**config.mk**
```make
export PLATFORM = sky130hd
export DESIGN_NAME = local_mem_unit_flat
export DESIGN_NICKNAME = d
export VERILOG_FILES = /design/src/logic/fetch_pkg.sv /design/src/logic/fetch_ifs.sv /design/src/logic/local_mem_unit.sv /design/src/flat_wrapper.sv
export SDC_FILE = /design/constraint.sdc
export NUM_CORES = 1
export LEC_CHECK = 0
export BUFFER_PORTS_ARGS = -buffer_cell sky130_fd_sc_hd__buf_2
export CELL_PAD_IN_SITES_DETAIL_PLACEMENT = 1
export CELL_PAD_IN_SITES_GLOBAL_PLACEMENT = 2
export CORE_ASPECT_RATIO = 1.1
export CORE_UTILIZATION = 22
export DETAILED_ROUTE_END_ITERATION = 12
export GPL_TIMING_DRIVEN = 0
export MAX_ROUTING_LAYER = met4
export PLACE_DENSITY = 0.78
export SLEW_MARGIN = 40
export SYNTH_ARGS = -nofsm -noshare
export SYNTH_HDL_FRONTEND = slang
export SYNTH_SLANG_ARGS = --single-unit
```
**constraint.sdc**
```tcl
create_clock -name clk -period 2.1 [get_ports clk]
set_input_delay 0.42 -clock clk [delete_from_list [all_inputs] [get_ports clk]]
set_output_delay 0.42 -clock clk [all_outputs]
set_load 0.02 [all_outputs]
```
**src/logic/fetch_pkg.sv**
```systemverilog
// Shared address map and fetch attribute types, imported by the fetch stage RTL
package fetch_pkg;

    ////////////////////
    // Address map

    // Local instruction RAM starts here, size set by RAM_WORDS
    localparam logic [31:0] LOCAL_BASE = 32'h0000_0000;

    // External bus window, both bounds inclusive
    localparam logic [31:0] BUS_BASE  = 32'h8000_0000;
    localparam logic [31:0] BUS_LIMIT = 32'h8000_FFFF;

    ////////////////////
    // Types

    // Which sub-unit serves a request
    typedef enum logic {
        UNIT_LOCAL = 1'b0,
        UNIT_BUS   = 1'b1
    } unit_id_t;

    // Per-request record kept in the in-flight FIFO
    typedef struct packed {
        logic [31:0] pc;
        unit_id_t    unit;
        logic        fault;  // unmapped address
    } fetch_attr_t;

endpackage

```
**src/logic/fetch_ifs.sv**
```systemverilog
// Interfaces between the fetch unit, its sub-units, the RAM arbiter and the RAM
`timescale 1ns/1ps

// Fetch unit to one fetch sub-unit
interface fetch_sub_if;
    logic        req;
    logic [31:0] addr;
    logic        ready;
    logic        data_valid;
    logic [31:0] data;
    logic        take;

    modport requester (
        output req, addr, take,
        input  ready, data_valid, data
    );

    modport responder (
        input  req, addr, take,
        output ready, data_valid, data
    );
endinterface

// One port of the single-ported instruction RAM
interface ram_port_if #(
    parameter int ADDR_W = 10
);
    logic              valid;
    logic              ready;
    logic              we;
    logic [ADDR_W-1:0] addr;
    logic [31:0]       wdata;
    logic [31:0]       rdata;

    modport requester (output valid, we, addr, wdata, input ready, rdata);
    modport arbiter (input valid, we, addr, wdata, output ready, rdata);
    modport memory (input valid, we, addr, wdata, output ready, rdata);
endinterface

```
**src/logic/local_mem_unit.sv**
```systemverilog
// Fetch sub-unit reading the local instruction RAM and holding the word until taken
`timescale 1ns/1ps

module local_mem_unit #(
    parameter int RAM_WORDS = 1024
) (
    input logic           clk,
    input logic           rst,
    fetch_sub_if.responder sub,
    ram_port_if.requester  ram
);
    import fetch_pkg::*;

    localparam int AW = $clog2(RAM_WORDS);

    logic [31:0]   offset;
    logic [AW-1:0] word_idx;
    logic [AW-1:0] addr_q;
    logic [31:0]   data_q;
    logic          pending;
    logic          rd_wait;
    logic          have_data;
    logic          accept;
    logic          ram_xfer;

    assign offset   = sub.addr - LOCAL_BASE;
    assign word_idx = offset[AW+1:2];

    // Idle only, one request at a time
    assign sub.ready = ~pending & ~rd_wait & ~have_data;
    assign accept    = sub.req & sub.ready;

    // Read goes out in the accept cycle, or later if the loader holds the port
    assign ram.valid = accept | pending;
    assign ram.we    = 1'b0;
    assign ram.addr  = pending ? addr_q : word_idx;
    assign ram.wdata = '0;
    assign ram_xfer  = ram.valid & ram.ready;

    always_ff @(posedge clk) begin
        if (rst) begin
            pending   <= 1'b0;
            rd_wait   <= 1'b0;
            have_data <= 1'b0;
        end else begin
            rd_wait <= ram_xfer;
            if (ram_xfer)
                pending <= 1'b0;
            else if (accept)
                pending <= 1'b1;
            if (rd_wait)
                have_data <= 1'b1;
            else if (sub.take)
                have_data <= 1'b0;
        end
    end

    always_ff @(posedge clk) begin
        if (accept)
            addr_q <= word_idx;
        if (rd_wait)
            data_q <= ram.rdata;
    end

    assign sub.data_valid = have_data;
    assign sub.data       = data_q;

endmodule

```
**src/flat_wrapper.sv**
```systemverilog
// flat-port wrapper written by rule: the top's interface ports become plain ports
module local_mem_unit_flat import fetch_pkg::*;
#(
    parameter int RAM_WORDS = 1024
)
  (clk, rst, sub_req, sub_addr, sub_take, sub_ready, sub_data_valid, sub_data, ram_valid, ram_we, ram_addr, ram_wdata, ram_ready, ram_rdata);
  fetch_sub_if sub_i ();
  ram_port_if ram_i ();
  input logic clk;
  input logic rst;
  input wire logic [$bits(sub_i.req)-1:0] sub_req;
  input wire logic [$bits(sub_i.addr)-1:0] sub_addr;
  input wire logic [$bits(sub_i.take)-1:0] sub_take;
  output wire logic [$bits(sub_i.ready)-1:0] sub_ready;
  output wire logic [$bits(sub_i.data_valid)-1:0] sub_data_valid;
  output wire logic [$bits(sub_i.data)-1:0] sub_data;
  output wire logic [$bits(ram_i.valid)-1:0] ram_valid;
  output wire logic [$bits(ram_i.we)-1:0] ram_we;
  output wire logic [$bits(ram_i.addr)-1:0] ram_addr;
  output wire logic [$bits(ram_i.wdata)-1:0] ram_wdata;
  input wire logic [$bits(ram_i.ready)-1:0] ram_ready;
  input wire logic [$bits(ram_i.rdata)-1:0] ram_rdata;
  assign sub_i.req = sub_req;
  assign sub_i.addr = sub_addr;
  assign sub_i.take = sub_take;
  assign sub_ready = sub_i.ready;
  assign sub_data_valid = sub_i.data_valid;
  assign sub_data = sub_i.data;
  assign ram_valid = ram_i.valid;
  assign ram_we = ram_i.we;
  assign ram_addr = ram_i.addr;
  assign ram_wdata = ram_i.wdata;
  assign ram_i.ready = ram_ready;
  assign ram_i.rdata = ram_rdata;
  local_mem_unit #(.RAM_WORDS(RAM_WORDS)) u_core (.clk(clk), .rst(rst), .sub(sub_i), .ram(ram_i));
endmodule
```
==> results by group <==
Detailed routing
  • Vias: 1,172
  • Number of nets with antenna violations after routing: 0
  • Detailed router's first-iteration violation count: 28
  • Number of vias per cell: 3.48
  • Drt pass-1 iters: 4
  • Drt wl/cell: 11.3 microns
  • Final routed DRC violation total: 0
  • Drt total wl: 3810 microns

Die
  • Core region area: 7600 sq um
  • Die X: 87.3 microns
  • Row cnt: 33
  • Top-level I/O count: 147
  • Starting utilization of the core area: 0.232
  • Full die area: 8360 sq um
  • Floorplan die height: 95.8 microns

Worst setup path
  • Kind of end point of the critical path: output port
  • Largest fanout on the critical path: 35
  • WP data required: 1680 ps
  • Crit path kind: reg -> out
  • Setup crit start kind: flop
  • Path depth of the worst reg2reg path: 2
  • Arrival time at the worst endpoint: 1460 ps

Outcome
  • Run status: finished, final reports clean

Logic synthesis
  • Post-synth EDFFs: 42
  • Average footprint of a synthesized cell: 17.4 sq um
  • Synth Cell Area: 1760 sq um
  • Cell taking the most area after synthesis: sky130_fd_sc_hd__edfxtp_1
  • Most used flip-flop cell after synthesis: sky130_fd_sc_hd__edfxtp_1
  • Synth top area cells: sky130_fd_sc_hd__edfxtp_1 (72%), sky130_fd_sc_hd__buf_4 (14%), sky130_fd_sc_hd__mux2_2 (6.4%)
  • Cell variety after synth: 15
  • Share of flip-flops with an asynchronous set or reset: 0
  • Sequential-to-total area share from yosys stat: 0.751
  • Flip-flop and latch count after synthesis: 45
  • Ranking of synthesized cells by instance count: sky130_fd_sc_hd__edfxtp_1 (42), sky130_fd_sc_hd__buf_4 (33), sky130_fd_sc_hd__mux2_2 (10)
  • Post-Synthesis Cells: 101
  • Most frequent cell after synthesis: sky130_fd_sc_hd__edfxtp_1
  • Area share of the largest cell type after synthesis: 0.716
  • Yosys warning total: 0

Pwr
  • Power density of the placed cells: 756 nW/um^2
  • Leakage: 1.18 nW
  • Switching portion of total power: 0.235
  • Clk network pwr share: 0.321
  • Sw power: 0.458 mW
  • Total design power: 1.95 mW
  • Sequential fraction of design power: 0.536
  • Internal portion of total power: 1.49 mW
  • Share of total power in combinational logic: 0.143
  • Max rail drop VDD: 0.228 mV

Placement
  • Number of buffer cells added on primary ports: 91
  • Pre-CTS WS: 362 ps
  • Final weighted congestion of routability-driven global placement: 0.655
  • DP Wirelength: 3060 microns
  • Cells after DPL: 329

CTS
  • Clock buffers created by TritonCTS: 5
  • H-tree Lvls: 2
  • Clock Pin Slew Worst Setup and Hold Paths: 80 ps
  • Clock sinks: 45
  • Clock tree buffer depth: 2
  • Clk root buf: sky130_fd_sc_hd__clkbuf_8
  • Clock latency at the later pin of the worst-skew pair: 280 ps
  • Buffers inserted by post-CTS timing repair: 0
  • Clock tree from TritonCTS: yes

STA
  • Max Clock Freq: 531 MHz
  • Final-report max-slew violation count: 0
  • Final period util: 0.896
  • Post-layout minimum cycle time: 1880 ps
  • Post-route worst setup slack: 218 ps
  • Hold violation count in the final report: 0
  • Clock Skew: 1.58 ps
  • RSZ-0062 raised after global routing: no
  • Number of setup violations in the final report: 0
  • Final sum of negative setup slack: 0 ps

Final layout
  • P&R area growth vs syn: 46.6%
  • Final cell count without fillers: 337
  • Number of nets in the final layout: 300
  • Ant diodes: 0
  • Share of final-layout standard cells stronger than drive strength 1: 0.625

Global route
  • Total overflow reported by the global router: 0
  • Global-route wire length before repair: 5190 microns
  • Pin count of the biggest net entering global routing: 36
  • Antenna violations before repair: 0
  • Vias in the first global route: 1,081
  • Overall global routing resource usage: 0.0882

Hold path
  • Class of the tightest hold or removal check: in -> reg
  • Hold depth: 2

Flow run
  • Max-cap violations: 0
==> worst max-delay path: stages (launching register included) <==
cell                      delay, ps
sky130_fd_sc_hd__dfxtp_4        490
sky130_fd_sc_hd__or3b_4         440
sky130_fd_sc_hd__nand2_1         70
sky130_fd_sc_hd__buf_2          170
==> power by group through the flow <==
| stage | sequential (mW) | clock, mW | combinational (mW) |
|---|---|---|---|
| floorplan | 1.09 | 0 | 0.161 |
| global placement | 1.07 | 0 | 0.273 |
| detailed placement | 1.07 | 0 | 0.279 |
| CTS | 1.05 | 0.652 | 0.279 |
| global route | 1.05 | 0.683 | 0.299 |
| finish | 1.05 | 0.625 | 0.279 |
==> registers in the layout, summed over array words and instances (netlist names) <==
name,count
u_core.rd_wait,1
u_core.sub.data,32
u_core.pending,1
u_core.addr_q,10
u_core.sub.data_valid,1
==> cell families after synthesis <==
group,Yosys count,synth area share
flip-flops,45,0.751
buffers and inverters,36,0.148
AND/OR/NAND/NOR,6,0.0227
multiplexers,10,0.0640
other,1,0.00213
AO/OA/AOI/OAI,3,0.0128
==> final timing paths <==
path / from / endpoint / slack [ps]
min reg2reg: u_core.sub.data_valid / u_core.sub.data_valid / 590
min: ram_ready / u_core.pending / 310
max: u_core.rd_wait / ram_valid / 220
max reg2reg: u_core.rd_wait / u_core.addr_q[9] / 550
==> metal layers <==
layer / wire (microns) / GRT usage / vias up
met5: 0 / - / -
met4: 38 / 0.0451 / 0
met3: 422 / 0.0274 / 2
met2: 2040 / 0.161 / 73
met1: 1310 / 0.0833 / 545
li1: - / - / 552
==> final cells by class <==
| class | count | area [sq um] |
|---|---|---|
| plain buffers | 34 | 253 |
| clock buffers | 5 | 68.8 |
| well taps | 105 | 131 |
| flip-flops and latches | 45 | 1330 |
| multi-input cells | 52 | 299 |
| repair buffers | 91 | 455 |
| fillers | 887 | 5020 |
| clock inverters | 3 | 41.3 |
| inverters | 2 | 7.51 |
==> placed cells by master, fill, tap and decap left out, drive strengths merged <==
| cell type | n |
|---|---|
| dfxtp | 3 |
| clkinv | 1 |
| and2 | 1 |
| inv | 2 |
| nand2b | 1 |
| buf | 125 |
| or2b | 1 |
| a21oi | 2 |
| or3b | 1 |
| nor3 | 1 |
| mux2 | 10 |
| conb | 33 |
| nand2 | 1 |
| edfxtp | 42 |
| clkbuf | 5 |
| clkinvlp | 1 |
| a211oi | 1 |
| bufinv | 1 |
==> repair_timing <==
item | 4_1_cts | 5_1_grt
resized for setup | 0 | 1
setup endpoints to repair | 0 | 1
hold buffers | 0 | 0
==> per-stage QoR <==
stage / util / hold slack, ps / cell area, sq um
finish: 0.340 / 306 / 2580
global route: 0.340 / 288 / 2580
CTS: 0.339 / 293 / 2580
detailed placement: 0.325 / 573 / 2470
global placement: 0.325 / 563 / 2470
floorplan: - / 485 / 1880
No activity file was read; power rests on OpenSTA's default activity.
