$ cat src/logic/fetch_ifs.sv
// Interfaces between the fetch unit, its sub-units, the RAM arbiter and the RAM
`timescale 1ns/1ps

// Fetch unit to one fetch sub-unit
interface fetch_sub_if;
    logic        req;
    logic [31:0] addr;
    logic        ready;
    logic        data_valid;
    logic [31:0] data;
    logic        take;

    modport requester (
        output req, addr, take,
        input  ready, data_valid, data
    );

    modport responder (
        input  req, addr, take,
        output ready, data_valid, data
    );
endinterface


$ cat src/logic/bus_unit.sv
// Fetch sub-unit issuing reads on the external instruction bus, variable latency
`timescale 1ns/1ps

module bus_unit (
    input  logic           clk,
    input  logic           rst,
    fetch_sub_if.responder sub,
    output logic           ibus_req_valid,
    input  logic           ibus_req_ready,
    output logic [31:0]    ibus_req_addr,
    input  logic           ibus_resp_valid,
    input  logic [31:0]    ibus_resp_data
);
    typedef enum logic [1:0] {
        S_IDLE,
        S_REQ,
        S_RESP
    } state_t;

    state_t      state;
    logic [31:0] addr_q;
    logic [31:0] data_q;
    logic        have_data;

    assign sub.ready = (state == S_IDLE) & ~have_data;

    ////////////////////
    // Controller

    always_ff @(posedge clk) begin
        if (rst) begin
            state     <= S_IDLE;
            have_data <= 1'b0;
        end else begin
            case (state)
                S_IDLE:
                    if (sub.req && sub.ready)
                        state <= S_REQ;
                S_REQ:
                    if (ibus_req_ready)
                        state <= S_RESP;
                S_RESP:
                    if (ibus_resp_valid)
                        state <= S_IDLE;
                default:
                    state <= S_IDLE;
            endcase
            // Word waits here for the fetch unit
            if (state == S_RESP && ibus_resp_valid)
                have_data <= 1'b1;
            else if (sub.take)
                have_data <= 1'b0;
        end
    end

    always_ff @(posedge clk) begin
        if (sub.req && sub.ready)
            addr_q <= sub.addr;
        if (state == S_RESP && ibus_resp_valid)
            data_q <= ibus_resp_data;
    end

    assign ibus_req_valid = (state == S_REQ);
    assign ibus_req_addr  = addr_q;
    assign sub.data_valid = have_data;
    assign sub.data       = data_q;

    no_idle_resp_a: assert property (@(posedge clk) disable iff (rst)
        state == S_IDLE |-> !ibus_resp_valid)
        else $error("ibus response with no request outstanding");

endmodule

$ cat src/flat_wrapper.sv
// flat-port wrapper written by rule: the top's interface ports become plain ports
module bus_unit_flat 
  (clk, rst, ibus_req_valid, ibus_req_ready, ibus_req_addr, ibus_resp_valid, ibus_resp_data, sub_req, sub_addr, sub_take, sub_ready, sub_data_valid, sub_data);
  fetch_sub_if sub_i ();
  input  logic clk;
  input  logic rst;
  output logic ibus_req_valid;
  input  logic ibus_req_ready;
  output logic [31:0] ibus_req_addr;
  input  logic ibus_resp_valid;
  input  logic [31:0] ibus_resp_data;
  input wire logic [$bits(sub_i.req)-1:0] sub_req;
  input wire logic [$bits(sub_i.addr)-1:0] sub_addr;
  input wire logic [$bits(sub_i.take)-1:0] sub_take;
  output wire logic [$bits(sub_i.ready)-1:0] sub_ready;
  output wire logic [$bits(sub_i.data_valid)-1:0] sub_data_valid;
  output wire logic [$bits(sub_i.data)-1:0] sub_data;
  assign sub_i.req = sub_req;
  assign sub_i.addr = sub_addr;
  assign sub_i.take = sub_take;
  assign sub_ready = sub_i.ready;
  assign sub_data_valid = sub_i.data_valid;
  assign sub_data = sub_i.data;
  bus_unit u_core (.clk(clk), .rst(rst), .sub(sub_i), .ibus_req_valid(ibus_req_valid), .ibus_req_ready(ibus_req_ready), .ibus_req_addr(ibus_req_addr), .ibus_resp_valid(ibus_resp_valid), .ibus_resp_data(ibus_resp_data));
endmodule
$ cat config.mk
export PLATFORM = sky130hd
export DESIGN_NAME = bus_unit_flat
export DESIGN_NICKNAME = d
export VERILOG_FILES = /design/src/logic/fetch_ifs.sv /design/src/logic/bus_unit.sv /design/src/flat_wrapper.sv
export SDC_FILE = /design/constraint.sdc
export NUM_CORES = 1
export LEC_CHECK = 0
export BUFFER_PORTS_ARGS = -buffer_cell sky130_fd_sc_hd__buf_4
export CORE_ASPECT_RATIO = 0.5
export CORE_UTILIZATION = 41
export DETAILED_ROUTE_END_ITERATION = 6
export HOLD_SLACK_MARGIN = 0.08
export PLACE_DENSITY = 0.79
export SYNTH_ARGS = -nofsm -noshare
export SYNTH_HDL_FRONTEND = slang
export SYNTH_SLANG_ARGS = --single-unit
$ cat constraint.sdc
create_clock -name clk -period 2 [get_ports clk]
set_input_delay 0.6 -clock clk [delete_from_list [all_inputs] [get_ports clk]]
set_output_delay 0.6 -clock clk [all_outputs]
set_load 0.05 [all_outputs]
==> impl_metrics.yaml, run 1 <==
die:
  die_x_um: 102.5
  initial_core_util_pct: 44.89
  coreArea_um2: 4616
  chipHeight_um: 52.27
  io-pin-count: 137
  dieArea_um2: 5359
  rows: 17
timing:
  setup-violations-final: 0
  tightest_slew_ps: 402.3
  hold_ws_ps: 447.1
  maxSlewHeadroom_pct: 73.18
  finalCritPeriodShare_pct: 87.88
  tns_ps: 0
  fmax_mhz: 569.0
  clock-skew-final_ps: 8.533
  rsz0062_at_grt: "no"
  finalHoldViolations: 0
  slew_violations: 0
  layout_min_cycle_time_ps: 1758
synth:
  syn_inst: 80
  syn-mean-instance-area_um2: 25.90
  synth.cell_area_um2: 2072
  seq_area_frac_synth_pct: 95.65
  synth-seq-cells: 67
  yosys_warnings: 0
  synth_nets: 150
  synth_cell_type_count: 12
cts:
  h-tree-depth: 3
  root_buffer: "clkbuf_8"
  cts_resized: 0
  cts_buffers: 9
  clockBufferDepth: 2
  ctsHoldBuffers: 0
  cts_sinks: 67
  cts_setup_buffers: 0
  clk_pin_slew_ps: 70
  cts_tree: "built"
  clkLatencyLatePin_ps: 320
detailed_routing:
  num_vias: 1293
  met3_length_um: 396
  m1WireLength_mm: 1.434
  routed_via_density: 4.324
  dr.pass1.iters: 4
  wire_per_inst_um: 14.30
  met2_length_mm: 2.384
  ant_nets: 0
  drt_iter0_markers: 31
  highest_layer: "met4"
  routed_wl_mm: 4.277
  post-route-drc-count: 0
critical_path:
  cp-end-kind: "primary output"
  crit_path_top_delay_cell: "dfxtp_1"
  critical_path_peak_fanout: 7
  r2r_cells: 2
  worstReg2RegStart: "u_core.state[1]"
  arrival_ps: 1160
  r2r_slack_ps: 660
  cp-start-kind: "register"
  slowest_delay_ps: 450
  path_class: "register to primary output"
  worstPathRequired_ps: 1400
  crit_path_cell_trace: "nor2b_1 -> buf_4"
  reg2reg_to: "u_core.ibus_req_addr[1]"
placement:
  postPlaceCellArea_um2: 3209
  place_congestion: 0.7524
  io_buffers: 136
  dp_cells: 283
cells_and_area:
  final_common_cell: "buf_4"
  fin_area_um2: 3418
  fin_cells: 299
  layout-drive-gt1-share_pct: 65.67
  most-common-layout-cells: "buf_4, edfxtp_1, clkbuf_8"
  fin_nets: 298
  syn2layout_area_growth_pct: 64.98
  antennaDiodeCount: 0
power_and_ir_drop:
  intPower_uw: 2474
  power.switching_uw: 752.3
  clkPwrFrac_pct: 35.9
  pwr-share-seq_pct: 50.5
  leakagePower_uw: 0.001426
  swShare_pct: 23.32
  comb_power_share_pct: 13.6
  powerDensity_nw_per_um2: 943.9
  worst_ir_drop_vdd_v: 0.0005343
worst_hold_path:
  hold_path_depth: 1
  min_path_type: "primary input to register"
  whs_endpoint: "u_core.sub.data[29]"
  hp-start: "ibus_resp_data[29]"
grt:
  grt_pass1_vias: 1229
  grt_usage_pct: 15.71
  grt_pass1_wl_mm: 5.685
  grt_start_max_net_pins: 33
  overflow: 0
  antenna_found_initial: 0
outcome:
  status: "complete, no violations"
job:
  cap_violations: 0
==> registers in the layout, indices dropped and copies added (netlist names) <==
signal                 flops
u_core.sub.data           32
u_core.state               2
u_core.sub.data_valid      1
u_core.ibus_req_addr      32
==> final cells by class <==
type                    count  area [µm²]
multi-input cells          12       100.1
well taps                  66       82.58
inverters                   1       3.754
flip-flops and latches     67        1982
repair buffers            137        1041
clock inverters             5       77.57
fillers                   292        1197
clock buffers              11       131.4
==> worst max path at each step <==
stage / slack (ps) / depth (start not counted) / from / endpoint
final: 240 / 2 / u_core.state[0] / ibus_req_valid
after global placement: 580 / 2 / sub_req / u_core.ibus_req_addr[15]
after CTS: 210 / 2 / u_core.state[0] / ibus_req_valid
after global routing: 170 / 2 / u_core.state[0] / ibus_req_valid
after floorplan: 150 / 2 / u_core.sub.data_valid / u_core.ibus_req_addr[0]
after detailed placement: 560 / 2 / sub_req / u_core.ibus_req_addr[11]
==> synthesized netlist by cell type <==
library cell,n,area (µm²)
edfxtp_1,64,1922
dfxtp_1,3,60.06
nand3b_1,2,15.01
or2b_1,1,7.510
or3b_1,2,17.52
a211oi_2,1,12.51
a21oi_1,2,10.01
nand2b_1,1,6.260
and2_1,1,6.260
inv_1,1,3.750
nor3_1,1,5.000
nor2b_1,1,6.260
==> power by group through the flow <==
stage               clock network, µW  logic [µW]  registers (µW)
finish                           1160         440            1630
global route                     1250         457            1630
CTS                              1190         443            1630
detailed placement                  0         442            1660
global placement                    0         435            1660
floorplan                           0        49.9            1850
==> cells by family (layout without fill, tap and decap cells) <==
kind of cell	count (synthesis)	in the layout	synth area share [%]
AOI/OAI and AO/OA	3	3	1.087
buffers and inverters	1	154	0.1810
DFF	67	67	95.65
and+or+nand+nor	9	9	3.080
==> per-stage QoR <==
step / util, % / total power (µW) / worst slack (ps)
6_report: 74.06 / 3226 / 242.5
5_1_grt: 74.06 / 3344 / 172.7
4_1_cts: 74.06 / 3266 / 207.6
3_5_place_dp: 69.53 / 2103 / 564.5
3_3_place_gp: 69.53 / 2092 / 579.1
2_1_floorplan: - / 1901 / 151.1
==> worst max-delay path, delay by kind of cell, from the launching register on <==
| family | cells | cell delay (ps) |
|---|---|---|
| and+or+nand+nor | 1 | 180 |
| DFF | 1 | 450 |
| buffers and inverters | 1 | 210 |
==> per-layer routing <==
layer / GRT usage (%) / up-vias
met5: 0 / -
met4: 7.381 / 0
met2: 28.78 / 66
li1: - / 614
met1: 14.32 / 607
met3: 8.667 / 6
Power figures use the tool's default switching activity.
==> run 2, diff against run 1 <==
ABC_AREA = 1   (was not set)
==> impl_metrics.yaml, run 2 <==
critical_path:
  path_class: "register to primary output"
  cp-start-kind: "register"
  critical_path_buf_inv_count: 2
  crit_path_cell_trace: "inv_1 -> nor2_1 -> buf_4"
  worst-path-stages: 3
  critical_path_peak_fanout: 4
  crit_path_top_delay_cell: "dfxtp_1"
  worstPathRequired_ps: 1400
  slowest_delay_ps: 390
  r2r_cells: 4
  cp-end-kind: "primary output"
  path_delay_family: "flip-flops"
  arrival_ps: 1100
detailed_routing:
  ant_nets: 0
  post-route-drc-count: 0
  routed_wl_mm: 4.329
  drt_iter0_markers: 15
  dr.pass1.iters: 3
  wire_per_inst_um: 14.29
  num_vias: 1320
  routed_via_density: 4.356
power_and_ir_drop:
  leakagePower_uw: 0.001409
  powerDensity_nw_per_um2: 881.6
  worst_ir_drop_vdd_v: 0.0004795
  p_total_uw: 2959
job:
  cap_violations: 0
cells_and_area:
  antennaDiodeCount: 0
  fin_nets: 303
  most-common-layout-cells: "buf_4, edfxtp_1, clkbuf_8"
  layout-drive-gt1-share_pct: 64.56
  syn2layout_area_growth_pct: 62.74
  final_common_cell: "buf_4"
  utilization_pct: 72.70
timing:
  setup-violations-final: 0
  rsz0062_at_grt: "no"
  fmax_mhz: 586.8
  tns_ps: 0
  slew_violations: 0
  hold_ws_ps: 448.2
  finalCritPeriodShare_pct: 85.21
  clock-skew-final_ps: 3.816
  tightest_slew_ps: 380.8
  layout_min_cycle_time_ps: 1704
  fin_ws_ps: 295.8
  finalHoldViolations: 0
  maxSlewHeadroom_pct: 74.61
placement:
  io_buffers: 136
  place_congestion: 0.6672
  pre_cts_ws_ps: 441.3
  dp_hpwl_mm: 3.255
die:
  coreArea_um2: 4616
  initial_core_util_pct: 44.67
  rows: 17
  io-pin-count: 137
  die_x_um: 102.3
  chipHeight_um: 52.15
  dieArea_um2: 5334
cts:
  cts_setup_buffers: 0
  root_buffer: "clkbuf_8"
  h-tree-depth: 3
  clockBufferDepth: 2
  clk_pin_slew_ps: 70
  cts_sinks: 67
  clkLatencyLatePin_ps: 320
  ctsHoldBuffers: 0
  cts_tree: "built"
  cts_buffers: 9
  cts_resized: 0
grt:
  antenna_found_initial: 0
  grt_usage_pct: 16.29
  grt_pass1_vias: 1320
  overflow: 0
  grt_pass1_wl_mm: 5.858
  grt_start_max_net_pins: 33
synth:
  async_flop_share_pct: 0
  synth_top_cells_by_count: "edfxtp_1, inv_1, a21oi_1, dfxtp_1, nand3_1"
  yosys_warnings: 0
  synth_area_leaders: "edfxtp_1, dfxtp_1, inv_1"
  synth_flop_cell: "edfxtp_1"
  synth_top_family_by_area: "simple AND/OR/NAND/NOR gates"
  synth_compound_area_share_pct: 0.7282
  synth-seq-cells: 67
  synth_edf_count: 64
  synthXorXnorAreaFrac_pct: 0
  muxShareOfSynthArea_pct: 0
  synth.cell_area_um2: 2062
  synthAdderAreaFrac_pct: 0
  synth_cell_type_count: 9
  synthSimpleGateAreaFrac_pct: 2.245
  synth_top_area_share_pct: 93.20
  syn-mean-instance-area_um2: 24.55
  synth.most_common_cell: "edfxtp_1"
  synth_area_leader_cell: "edfxtp_1"
  seq_area_frac_synth_pct: 96.12
  synth_nets: 154
  syn_inst: 84
worst_hold_path:
  min_path_type: "primary input to register"
  hold_path_depth: 1
outcome:
  status: "complete, no violations"
-- run 2: cell count changes after synthesis, moves of 2 or more --
cell / previous run / this run
nand3_1: 0 / 3
or3b_1: 2 / 0
inv_1: 1 / 5
nor2_1: 0 / 2
-- run 2: cells by family after synthesis --
logic type	count (synthesis)
flops	67
simple gates	9
buf+inv	5
compound gates	3
-- run 2: layer usage --
layer | global-route usage, % | share of wire [%] | vias up | wire length, µm
met3 | 7.258 | 7.5 | 5 | 326
met1 | 12.67 | 33 | 630 | 1433
met5 | 0 | 0 | - | 0
li1 | - | - | 622 | -
met2 | 34.23 | 58 | 63 | 2526
met4 | 7.143 | 0.97 | 0 | 42
-- run 2: worst paths after layout --
kind | slack (ps) | endpoint | start
worst min-delay path | 450 | u_core.sub.data[17] | ibus_resp_data[17]
worst max register to register | 640 | u_core.ibus_req_addr[14] | u_core.state[0]
worst max-delay path | 300 | ibus_req_valid | u_core.state[0]
worst min register to register | 510 | u_core.sub.data_valid | u_core.sub.data_valid
-- run 2: worst reg2reg max path: stages (launching register included) --
cell     delay [ps]
dfxtp_1         340
inv_1           110
nand3_1         130
inv_1            80
buf_4           350
-- run 2: final cells by class --
class	instances	area (µm²)
timing repair buffer	138	1049
clock buffer	9	123.9
tap	66	82.58
sequential	67	1982
fill	297	1260
clock inverter	6	33.78
inverter	5	18.77
multi-input combinational	12	66.31
-- run 2: per-stage QoR --
stage / cell area, µm² / instances
2_1_floorplan: 2067 / 84
3_5_place_dp: 3198 / 288
3_3_place_gp: 3198 / 288
4_1_cts: 3356 / 303
6_report: 3356 / 303
5_1_grt: 3356 / 303
-- run 2: report_power, final --
part | switching, µW | internal, µW | total [µW]
logic | 277 | 163 | 440
registers | 19.7 | 1610 | 1630
clock network | 458 | 430 | 889
