### config.mk
export PLATFORM = sky130hd
export DESIGN_NAME = ram_arbiter_flat
export DESIGN_NICKNAME = d
export VERILOG_FILES = /design/src/logic/fetch_ifs.sv /design/src/logic/ram_arbiter.sv /design/src/flat_wrapper.sv
export SDC_FILE = /design/constraint.sdc
export NUM_CORES = 1
export LEC_CHECK = 0
export BUFFER_PORTS_ARGS = -buffer_cell sky130_fd_sc_hd__buf_2
export CAP_MARGIN = 0
export CORE_AREA = 4 4 88 90
export DETAILED_ROUTE_END_ITERATION = 16
export DIE_AREA = 0 0 92 94
export PLACE_DENSITY_LB_ADDON = 0.1
export SLEW_MARGIN = 30
export SYNTH_ARGS = -nofsm -noshare
export SYNTH_HDL_FRONTEND = slang
export SYNTH_SLANG_ARGS = --single-unit
### constraint.sdc
create_clock -name vclk -period 0.9
set_input_delay 0.09 -clock vclk [all_inputs]
set_output_delay 0.09 -clock vclk [all_outputs]
set_load 0.01 [all_outputs]
### src/logic/fetch_ifs.sv


// One port of the single-ported instruction RAM
interface ram_port_if #(
    parameter int ADDR_W = 10
);
    logic              valid;
    logic              ready;
    logic              we;
    logic [ADDR_W-1:0] addr;
    logic [31:0]       wdata;
    logic [31:0]       rdata;

    modport requester (output valid, we, addr, wdata, input ready, rdata);
    modport arbiter (input valid, we, addr, wdata, output ready, rdata);
    modport memory (input valid, we, addr, wdata, output ready, rdata);
endinterface

### src/logic/ram_arbiter.sv
// Fixed-priority arbiter sharing the instruction RAM between loader and local fetch
`timescale 1ns/1ps

module ram_arbiter (
    input logic         clk,
    input logic         rst,
    ram_port_if.arbiter loader,
    ram_port_if.arbiter fetch,
    ram_port_if.requester ram
);
    logic loader_gnt;

    ////////////////////
    // Grant

    // Loader wins whenever it asks
    assign loader_gnt = loader.valid;

    assign ram.valid = loader.valid | fetch.valid;
    assign ram.we    = loader_gnt ? loader.we    : fetch.we;
    assign ram.addr  = loader_gnt ? loader.addr  : fetch.addr;
    assign ram.wdata = loader_gnt ? loader.wdata : fetch.wdata;

    assign loader.ready = ram.ready;
    assign fetch.ready  = ram.ready & ~loader_gnt;

    ////////////////////
    // Read return

    // Only the fetch side reads
    assign fetch.rdata  = ram.rdata;
    assign loader.rdata = '0;

    // A stalled fetch read must wait with the same address
    fetch_hold_a: assert property (@(posedge clk) disable iff (rst)
        fetch.valid && !fetch.ready |=> fetch.valid && $stable(fetch.addr))
        else $error("fetch read dropped while waiting for grant");

endmodule

### src/flat_wrapper.sv
// flat-port wrapper written by rule: the top's interface ports become plain ports
module ram_arbiter_flat 
  (clk, rst, loader_valid, loader_we, loader_addr, loader_wdata, loader_ready, loader_rdata, fetch_valid, fetch_we, fetch_addr, fetch_wdata, fetch_ready, fetch_rdata, ram_valid, ram_we, ram_addr, ram_wdata, ram_ready, ram_rdata);
  ram_port_if loader_i ();
  ram_port_if fetch_i ();
  ram_port_if ram_i ();
  input logic clk;
  input logic rst;
  input wire logic [$bits(loader_i.valid)-1:0] loader_valid;
  input wire logic [$bits(loader_i.we)-1:0] loader_we;
  input wire logic [$bits(loader_i.addr)-1:0] loader_addr;
  input wire logic [$bits(loader_i.wdata)-1:0] loader_wdata;
  output wire logic [$bits(loader_i.ready)-1:0] loader_ready;
  output wire logic [$bits(loader_i.rdata)-1:0] loader_rdata;
  input wire logic [$bits(fetch_i.valid)-1:0] fetch_valid;
  input wire logic [$bits(fetch_i.we)-1:0] fetch_we;
  input wire logic [$bits(fetch_i.addr)-1:0] fetch_addr;
  input wire logic [$bits(fetch_i.wdata)-1:0] fetch_wdata;
  output wire logic [$bits(fetch_i.ready)-1:0] fetch_ready;
  output wire logic [$bits(fetch_i.rdata)-1:0] fetch_rdata;
  output wire logic [$bits(ram_i.valid)-1:0] ram_valid;
  output wire logic [$bits(ram_i.we)-1:0] ram_we;
  output wire logic [$bits(ram_i.addr)-1:0] ram_addr;
  output wire logic [$bits(ram_i.wdata)-1:0] ram_wdata;
  input wire logic [$bits(ram_i.ready)-1:0] ram_ready;
  input wire logic [$bits(ram_i.rdata)-1:0] ram_rdata;
  assign loader_i.valid = loader_valid;
  assign loader_i.we = loader_we;
  assign loader_i.addr = loader_addr;
  assign loader_i.wdata = loader_wdata;
  assign loader_ready = loader_i.ready;
  assign loader_rdata = loader_i.rdata;
  assign fetch_i.valid = fetch_valid;
  assign fetch_i.we = fetch_we;
  assign fetch_i.addr = fetch_addr;
  assign fetch_i.wdata = fetch_wdata;
  assign fetch_ready = fetch_i.ready;
  assign fetch_rdata = fetch_i.rdata;
  assign ram_valid = ram_i.valid;
  assign ram_we = ram_i.we;
  assign ram_addr = ram_i.addr;
  assign ram_wdata = ram_i.wdata;
  assign ram_i.ready = ram_ready;
  assign ram_i.rdata = ram_rdata;
  ram_arbiter u_core (.clk(clk), .rst(rst), .loader(loader_i), .fetch(fetch_i), .ram(ram_i));
endmodule
==> results of run 1 <==
==> per-layer routing <==
metal  GRT usage  part of all wire  up-vias
met5           0                 0        -
met3      0.0313              0.14       22
met1      0.0800              0.30      483
met4      0.0272             0.032        0
met2       0.173              0.53      119
li1            -                 -      494
==> final cells by class <==
type,instances,area [um^2],share of cell area
Timing Repair Buffer,141,1060,0.545
Multi-Input combinational cell,77,759,0.391
Tap cell,99,124,0.0638
==> final timing paths <==
| kind | start | cells after the start | endpoint |
|---|---|---|---|
| worst max-delay path | loader_valid | 4 | ram_we |
| worst min-delay path | ram_rdata[26] | 0 | fetch_rdata[26] |
==> worst max-delay path: stages <==
cell,delay [ns]
buf_12,0.12
buf_8,0.13
mux2_2,0.34
buf_6,0.12
==> per-stage QoR <==
stage	instance area (um^2)	hold WS (ns)	setup TNS, ns	setup slack [ns]	std cells
2_1_floorplan	1340	0.272	0	0.119	147
3_3_place_gp	1610	0.180	-4.63	-0.122	315
3_5_place_dp	1610	0.180	-4.98	-0.139	315
4_1_cts	1850	0.180	-0.117	-0.0156	317
5_1_grt	1940	0.180	-0.320	-0.0316	317
6_report	1940	0.180	-0.00918	-0.00475	317
==> cell usage in the layout (no fill, tap or decap), drive strengths merged <==
| master | instances |
|---|---|
| or2 | 1 |
| buf | 141 |
| mux2 | 43 |
| conb | 32 |
| nor2b | 1 |
==> what timing repair did <==
action / 4_1_cts / 5_1_grt
setup endpoints to repair: 44 / 41
hold buffers: 0 / 0
gates resized for setup: 34 / 16
cloned: 2 / 0
==> power groups by stage <==
stage / Combinational, uW / Clock, uW / Sequential, uW
after global routing: 1140 / 0 / 0
after global placement: 852 / 0 / 0
after floorplan: 742 / 0 / 0
after detailed placement: 844 / 0 / 0
after CTS: 1010 / 0 / 0
final: 1070 / 0 / 0
==> cells by family (layout without fill, tap and decap cells) <==
family / Yosys count / after routing
AND/OR/NAND/NOR: 2 / 2
other: 1 / 32
multiplexers: 43 / 43
buffers and inverters: 70 / 141
==> summary.txt, run 1 <==
Drt
  • Number of nets with antenna violations after detailed routing: 0
  • Vias per inst: 3.53
  • DR vias: 1,118
  • Remaining routing DRC violations: 0
  • Detailed Routing Iterations Pass 1: 2
  • Total Wirelength: 4510 um
  • Wirelength per Cell: 14.2 um
  • Iteration-0 DRC count of the detailed router: 4

Global routing
  • Antenna violations before repair: 0
  • Largest net degree at the start of global routing: 11
  • Number of global-route vias before repair: 1,146
  • Total global-route track usage: 0.0863
  • GR Overflow Total: 0
  • Global-route wire length before repair: 5920 um

Timing
  • Total of endpoints with negative setup slack in the final report: 3
  • Share of the clock period used by the worst path after layout: 1.01
  • Setup repair after global routing missed its margin: true
  • Max Clk Rate: 1.11 GHz
  • Final Max Slew Viols: 0
  • Setup WS post-layout: -0.00475 ns
  • Total count of hold-check failures in the final report: 0
  • Minimum period implied by the final worst setup slack: 0.905 ns

Yosys
  • Post-Syn Area per Cell: 10.5 um^2
  • Number of instances in the synthesized netlist: 116
  • Post-Synth XOR/XNOR Area: 0
  • Number of unique standard cell types used by synthesis: 8
  • Sequential area share after synthesis: 0
  • Main combinational cell family by area after synthesis: multiplexers
  • Share of the synthesized area in compound gates (AO/OA/AOI/OAI): 0
  • Most common cell in the synthesized netlist: buf_4
  • Post-synth top area share: 0.467
  • Synthesis warning total: 0
  • Largest cells by area after synthesis: mux2_4 (47%), buf_4 (40%), buf_12 (6.6%)
  • Commonest cells in the netlist: buf_4 (65), mux2_4 (38), mux2_2 (5)
  • Multiplexer share of the synthesized area: 0.513
  • Simple-gate portion of the synthesized area: 0.0102
  • Cell type with the largest total area after synthesis: mux2_4
  • Adder-cell share of the synthesized area: 0
  • Syn Std Cell Area: 1220 um^2

Run status
  • Result of the run: finished, violations left
  • Violations in the final reports: setup timing

Layout
  • Clock Buffer Count: 0
  • Sequential standard cell area: 0 um^2
  • Post-Route Utilization: 0.275
  • Diode insertion count for antenna repair: 0
  • Syn-to-layout area delta: 58.9%
  • Fraction of layout instances using a drive strength above 1: 0.849
  • Filler Cells Inserted: 757
  • Nets: 343
  • Seq cells: 0

Die
  • Count of boundary I/O pins: 233
  • Effective utilization at floorplan: 0.173
  • Die Span X: 92 um
  • Die Footprint: 8650 um^2
  • Area of the placeable core: 7060 um^2
  • Number of rows created at floorplan: 31
  • Overall die height: 94 um

Place
  • Placer congestion estimate: 0.699
  • Number of buffers inserted by port buffering: 135
  • Post-DP HPWL: 3820 um

Pwr
  • Overall power of the completed layout: 1070 uW
  • Combinational power share: 1.000
  • Total power divided by cell area: 553 nW/um^2
  • Cell internal power dissipation: 669 uW
  • Switching part of the total: 0.377
  • Largest voltage drop on the vdd net: 0.267 mV
  • Clock network power share: 0
  • Leakage power of the design: 0.00112 uW
  • Relative contribution of sequential cells to total power: 0
  • Switching component of the power: 405 uW

Critical path
  • Classification of the worst setup path: input port to output pin
  • Type of element capturing the critical path: output pin
  • CP arrival: 0.81 ns
  • Worst EP required: 0.81 ns
  • Kind of start point of the critical path: input port
  • Maximum net fanout on the critical path: 7

Clock tree
  • Post-CTS Repair Setup Buffers: 0

Hold path
  • Worst min-delay path category: input port to output pin

Run
  • Count of max-cap constraint violations: 0
Power figures use the tool's default switching activity.
==> run 2, diff against run 1 <==
--- a/config.mk
+++ b/config.mk
@@ -11,6 +11,7 @@
 export DETAILED_ROUTE_END_ITERATION = 16
 export DIE_AREA = 0 0 92 94
 export PLACE_DENSITY_LB_ADDON = 0.1
+export SETUP_SLACK_MARGIN = 0.15
 export SLEW_MARGIN = 30
 export SYNTH_ARGS = -nofsm -noshare
 export SYNTH_HDL_FRONTEND = slang
==> run 2 against run 1 <==
- the run now ends clean
- die area unchanged
- combinational power increased by 9%
- largest power group unchanged
- critical path type unchanged
- global-route usage grew 0.79 points
- worst hold slack stayed put
- highest routed layer unchanged
==> summary.txt, run 2 (synthesized netlist as in run 1, its figures left out) <==
Timing
  • Share of the clock period used by the worst path after layout: 0.998
  • Total of endpoints with negative setup slack in the final report: 0
  • Minimum period implied by the final worst setup slack: 0.898 ns
  • Final Max Slew Viols: 0
  • Worst hold slack: 0.180 ns
  • Max Clk Rate: 1.11 GHz
  • Setup repair after global routing missed its margin: true
  • Total count of hold-check failures in the final report: 0

Layout
  • Diode insertion count for antenna repair: 0
  • Most common cell after layout, fill and taps aside: buf_2
  • Clock Buffer Count: 0
  • Syn-to-layout area delta: 71.0%
  • Seq cells: 0
  • Final non-filler cell total: 320
  • Leading cell types in the layout, fill and taps excluded: buf_2 (90), buf_6 (44), mux2_4 (43)
  • Sequential standard cell area: 0 um^2
  • Filler Cells Inserted: 763
  • Fraction of layout instances using a drive strength above 1: 0.851
  • Post-Route Utilization: 0.296
  • Nets: 346

Critical path
  • Classification of the worst setup path: input port to output pin
  • Maximum net fanout on the critical path: 5
  • Critical path origin: loader_valid
  • Endpoint of the most critical setup path: ram_wdata[16]
  • Count of buffering cells on the critical path with inverters included: 3
  • Type of element capturing the critical path: output pin
  • Worst EP required: 0.81 ns
  • CP arrival: 0.81 ns
  • Kind of start point of the critical path: input port
  • Critical path, cell by cell: buf_16 > clkbuf_16 > mux2_4 > buf_6
  • Slowest Stage Delay on Critical Path: 0.31 ns
  • Standard cell with the maximum stage delay on the critical path: mux2_4
  • Instance count on the critical path: 4
  • Kind of cell with the highest combined delay on the critical path: buffers and inverters

Die
  • Die Span X: 92 um
  • Die Footprint: 8650 um^2
  • Effective utilization at floorplan: 0.173
  • Overall die height: 94 um
  • Number of rows created at floorplan: 31
  • Count of boundary I/O pins: 233
  • Area of the placeable core: 7060 um^2

Clock tree
  • Post-cts hold buffer count: 0
  • Post-CTS Repair Setup Buffers: 0

Drt
  • Iteration-0 DRC count of the detailed router: 2
  • Vias per inst: 3.39
  • Number of nets with antenna violations after detailed routing: 0
  • Total Wirelength: 5190 um
  • Remaining routing DRC violations: 0
  • Detailed Routing Iterations Pass 1: 3
  • DR vias: 1,086
  • Wirelength per Cell: 16.2 um

Place
  • Number of buffers inserted by port buffering: 135
  • Placed cells: 314
  • Post-DP HPWL: 4370 um
  • Placer congestion estimate: 0.687

Pwr
  • Largest voltage drop on the vdd net: 0.196 mV
  • Overall power of the completed layout: 1170 uW
  • Leakage power of the design: 0.00120 uW
  • Total power divided by cell area: 557 nW/um^2

Global routing
  • Antenna violations before repair: 0
  • Total global-route track usage: 0.0942
  • Number of global-route vias before repair: 1,083
  • GR Overflow Total: 0
  • Largest net degree at the start of global routing: 11
  • Global-route wire length before repair: 6350 um

Hold path
  • Worst min-delay path category: input port to output pin

Run status
  • Result of the run: finished, final reports clean

Run
  • Count of max-cap constraint violations: 0
-- run 2: cell count changes in the layout (fill, tap and decap cells not counted), moves of 2 or more --
cell / delta
mux2_2: -5
mux2_4: +5
buf_2: -4
buf_6: +4
clkbuf_16: +3
buf_16: +2
-- run 2: timing repair --
item,CTS,global route
hold endpoints to repair,0,0
pin swaps,1,0
setup endpoints to repair,45,44
resized for setup,47,18
cloned,3,3
-- run 2: cell type report --
class                           count  area (um^2)  area share
Tap cell                           99          124      0.0592
Multi-Input combinational cell     77          781       0.373
Timing Repair Buffer              144         1190       0.567
-- run 2: worst min-delay path by stage --
stage | start | to | cells past startpoint
finish | ram_rdata[21] | fetch_rdata[21] | 0
global route | ram_rdata[21] | fetch_rdata[21] | 0
CTS | ram_rdata[10] | fetch_rdata[10] | 0
detailed placement | ram_rdata[10] | fetch_rdata[10] | 0
global placement | ram_rdata[10] | fetch_rdata[10] | 0
floorplan | ram_rdata[0] | fetch_rdata[0] | 1
-- run 2: routing by layer --
| metal | up-vias | GRT usage | share of wire |
|---|---|---|---|
| met5 | - | 0 | 0 |
| met4 | 0 | 0.0186 | 0.019 |
| met3 | 14 | 0.0345 | 0.15 |
| met2 | 115 | 0.189 | 0.53 |
| met1 | 455 | 0.0920 | 0.30 |
| li1 | 502 | - | - |
-- run 2: report_power, final --
group / leakage (uW) / internal (uW) / switching [uW]
Combinational: 0.00120 / 738 / 427
Clock: 0 / 0 / 0
Sequential: 0 / 0 / 0
Total: 0.00120 / 738 / 427
-- run 2: metrics by stage --
stage	worst slack [ns]	setup TNS [ns]	cell area, um^2
floorplan	0.146	0	1350
global placement	-0.131	-4.80	1610
detailed placement	-0.125	-4.70	1610
CTS	-0.0347	-0.304	1930
global route	-0.00833	-0.0205	2090
finish	0.00220	0	2090
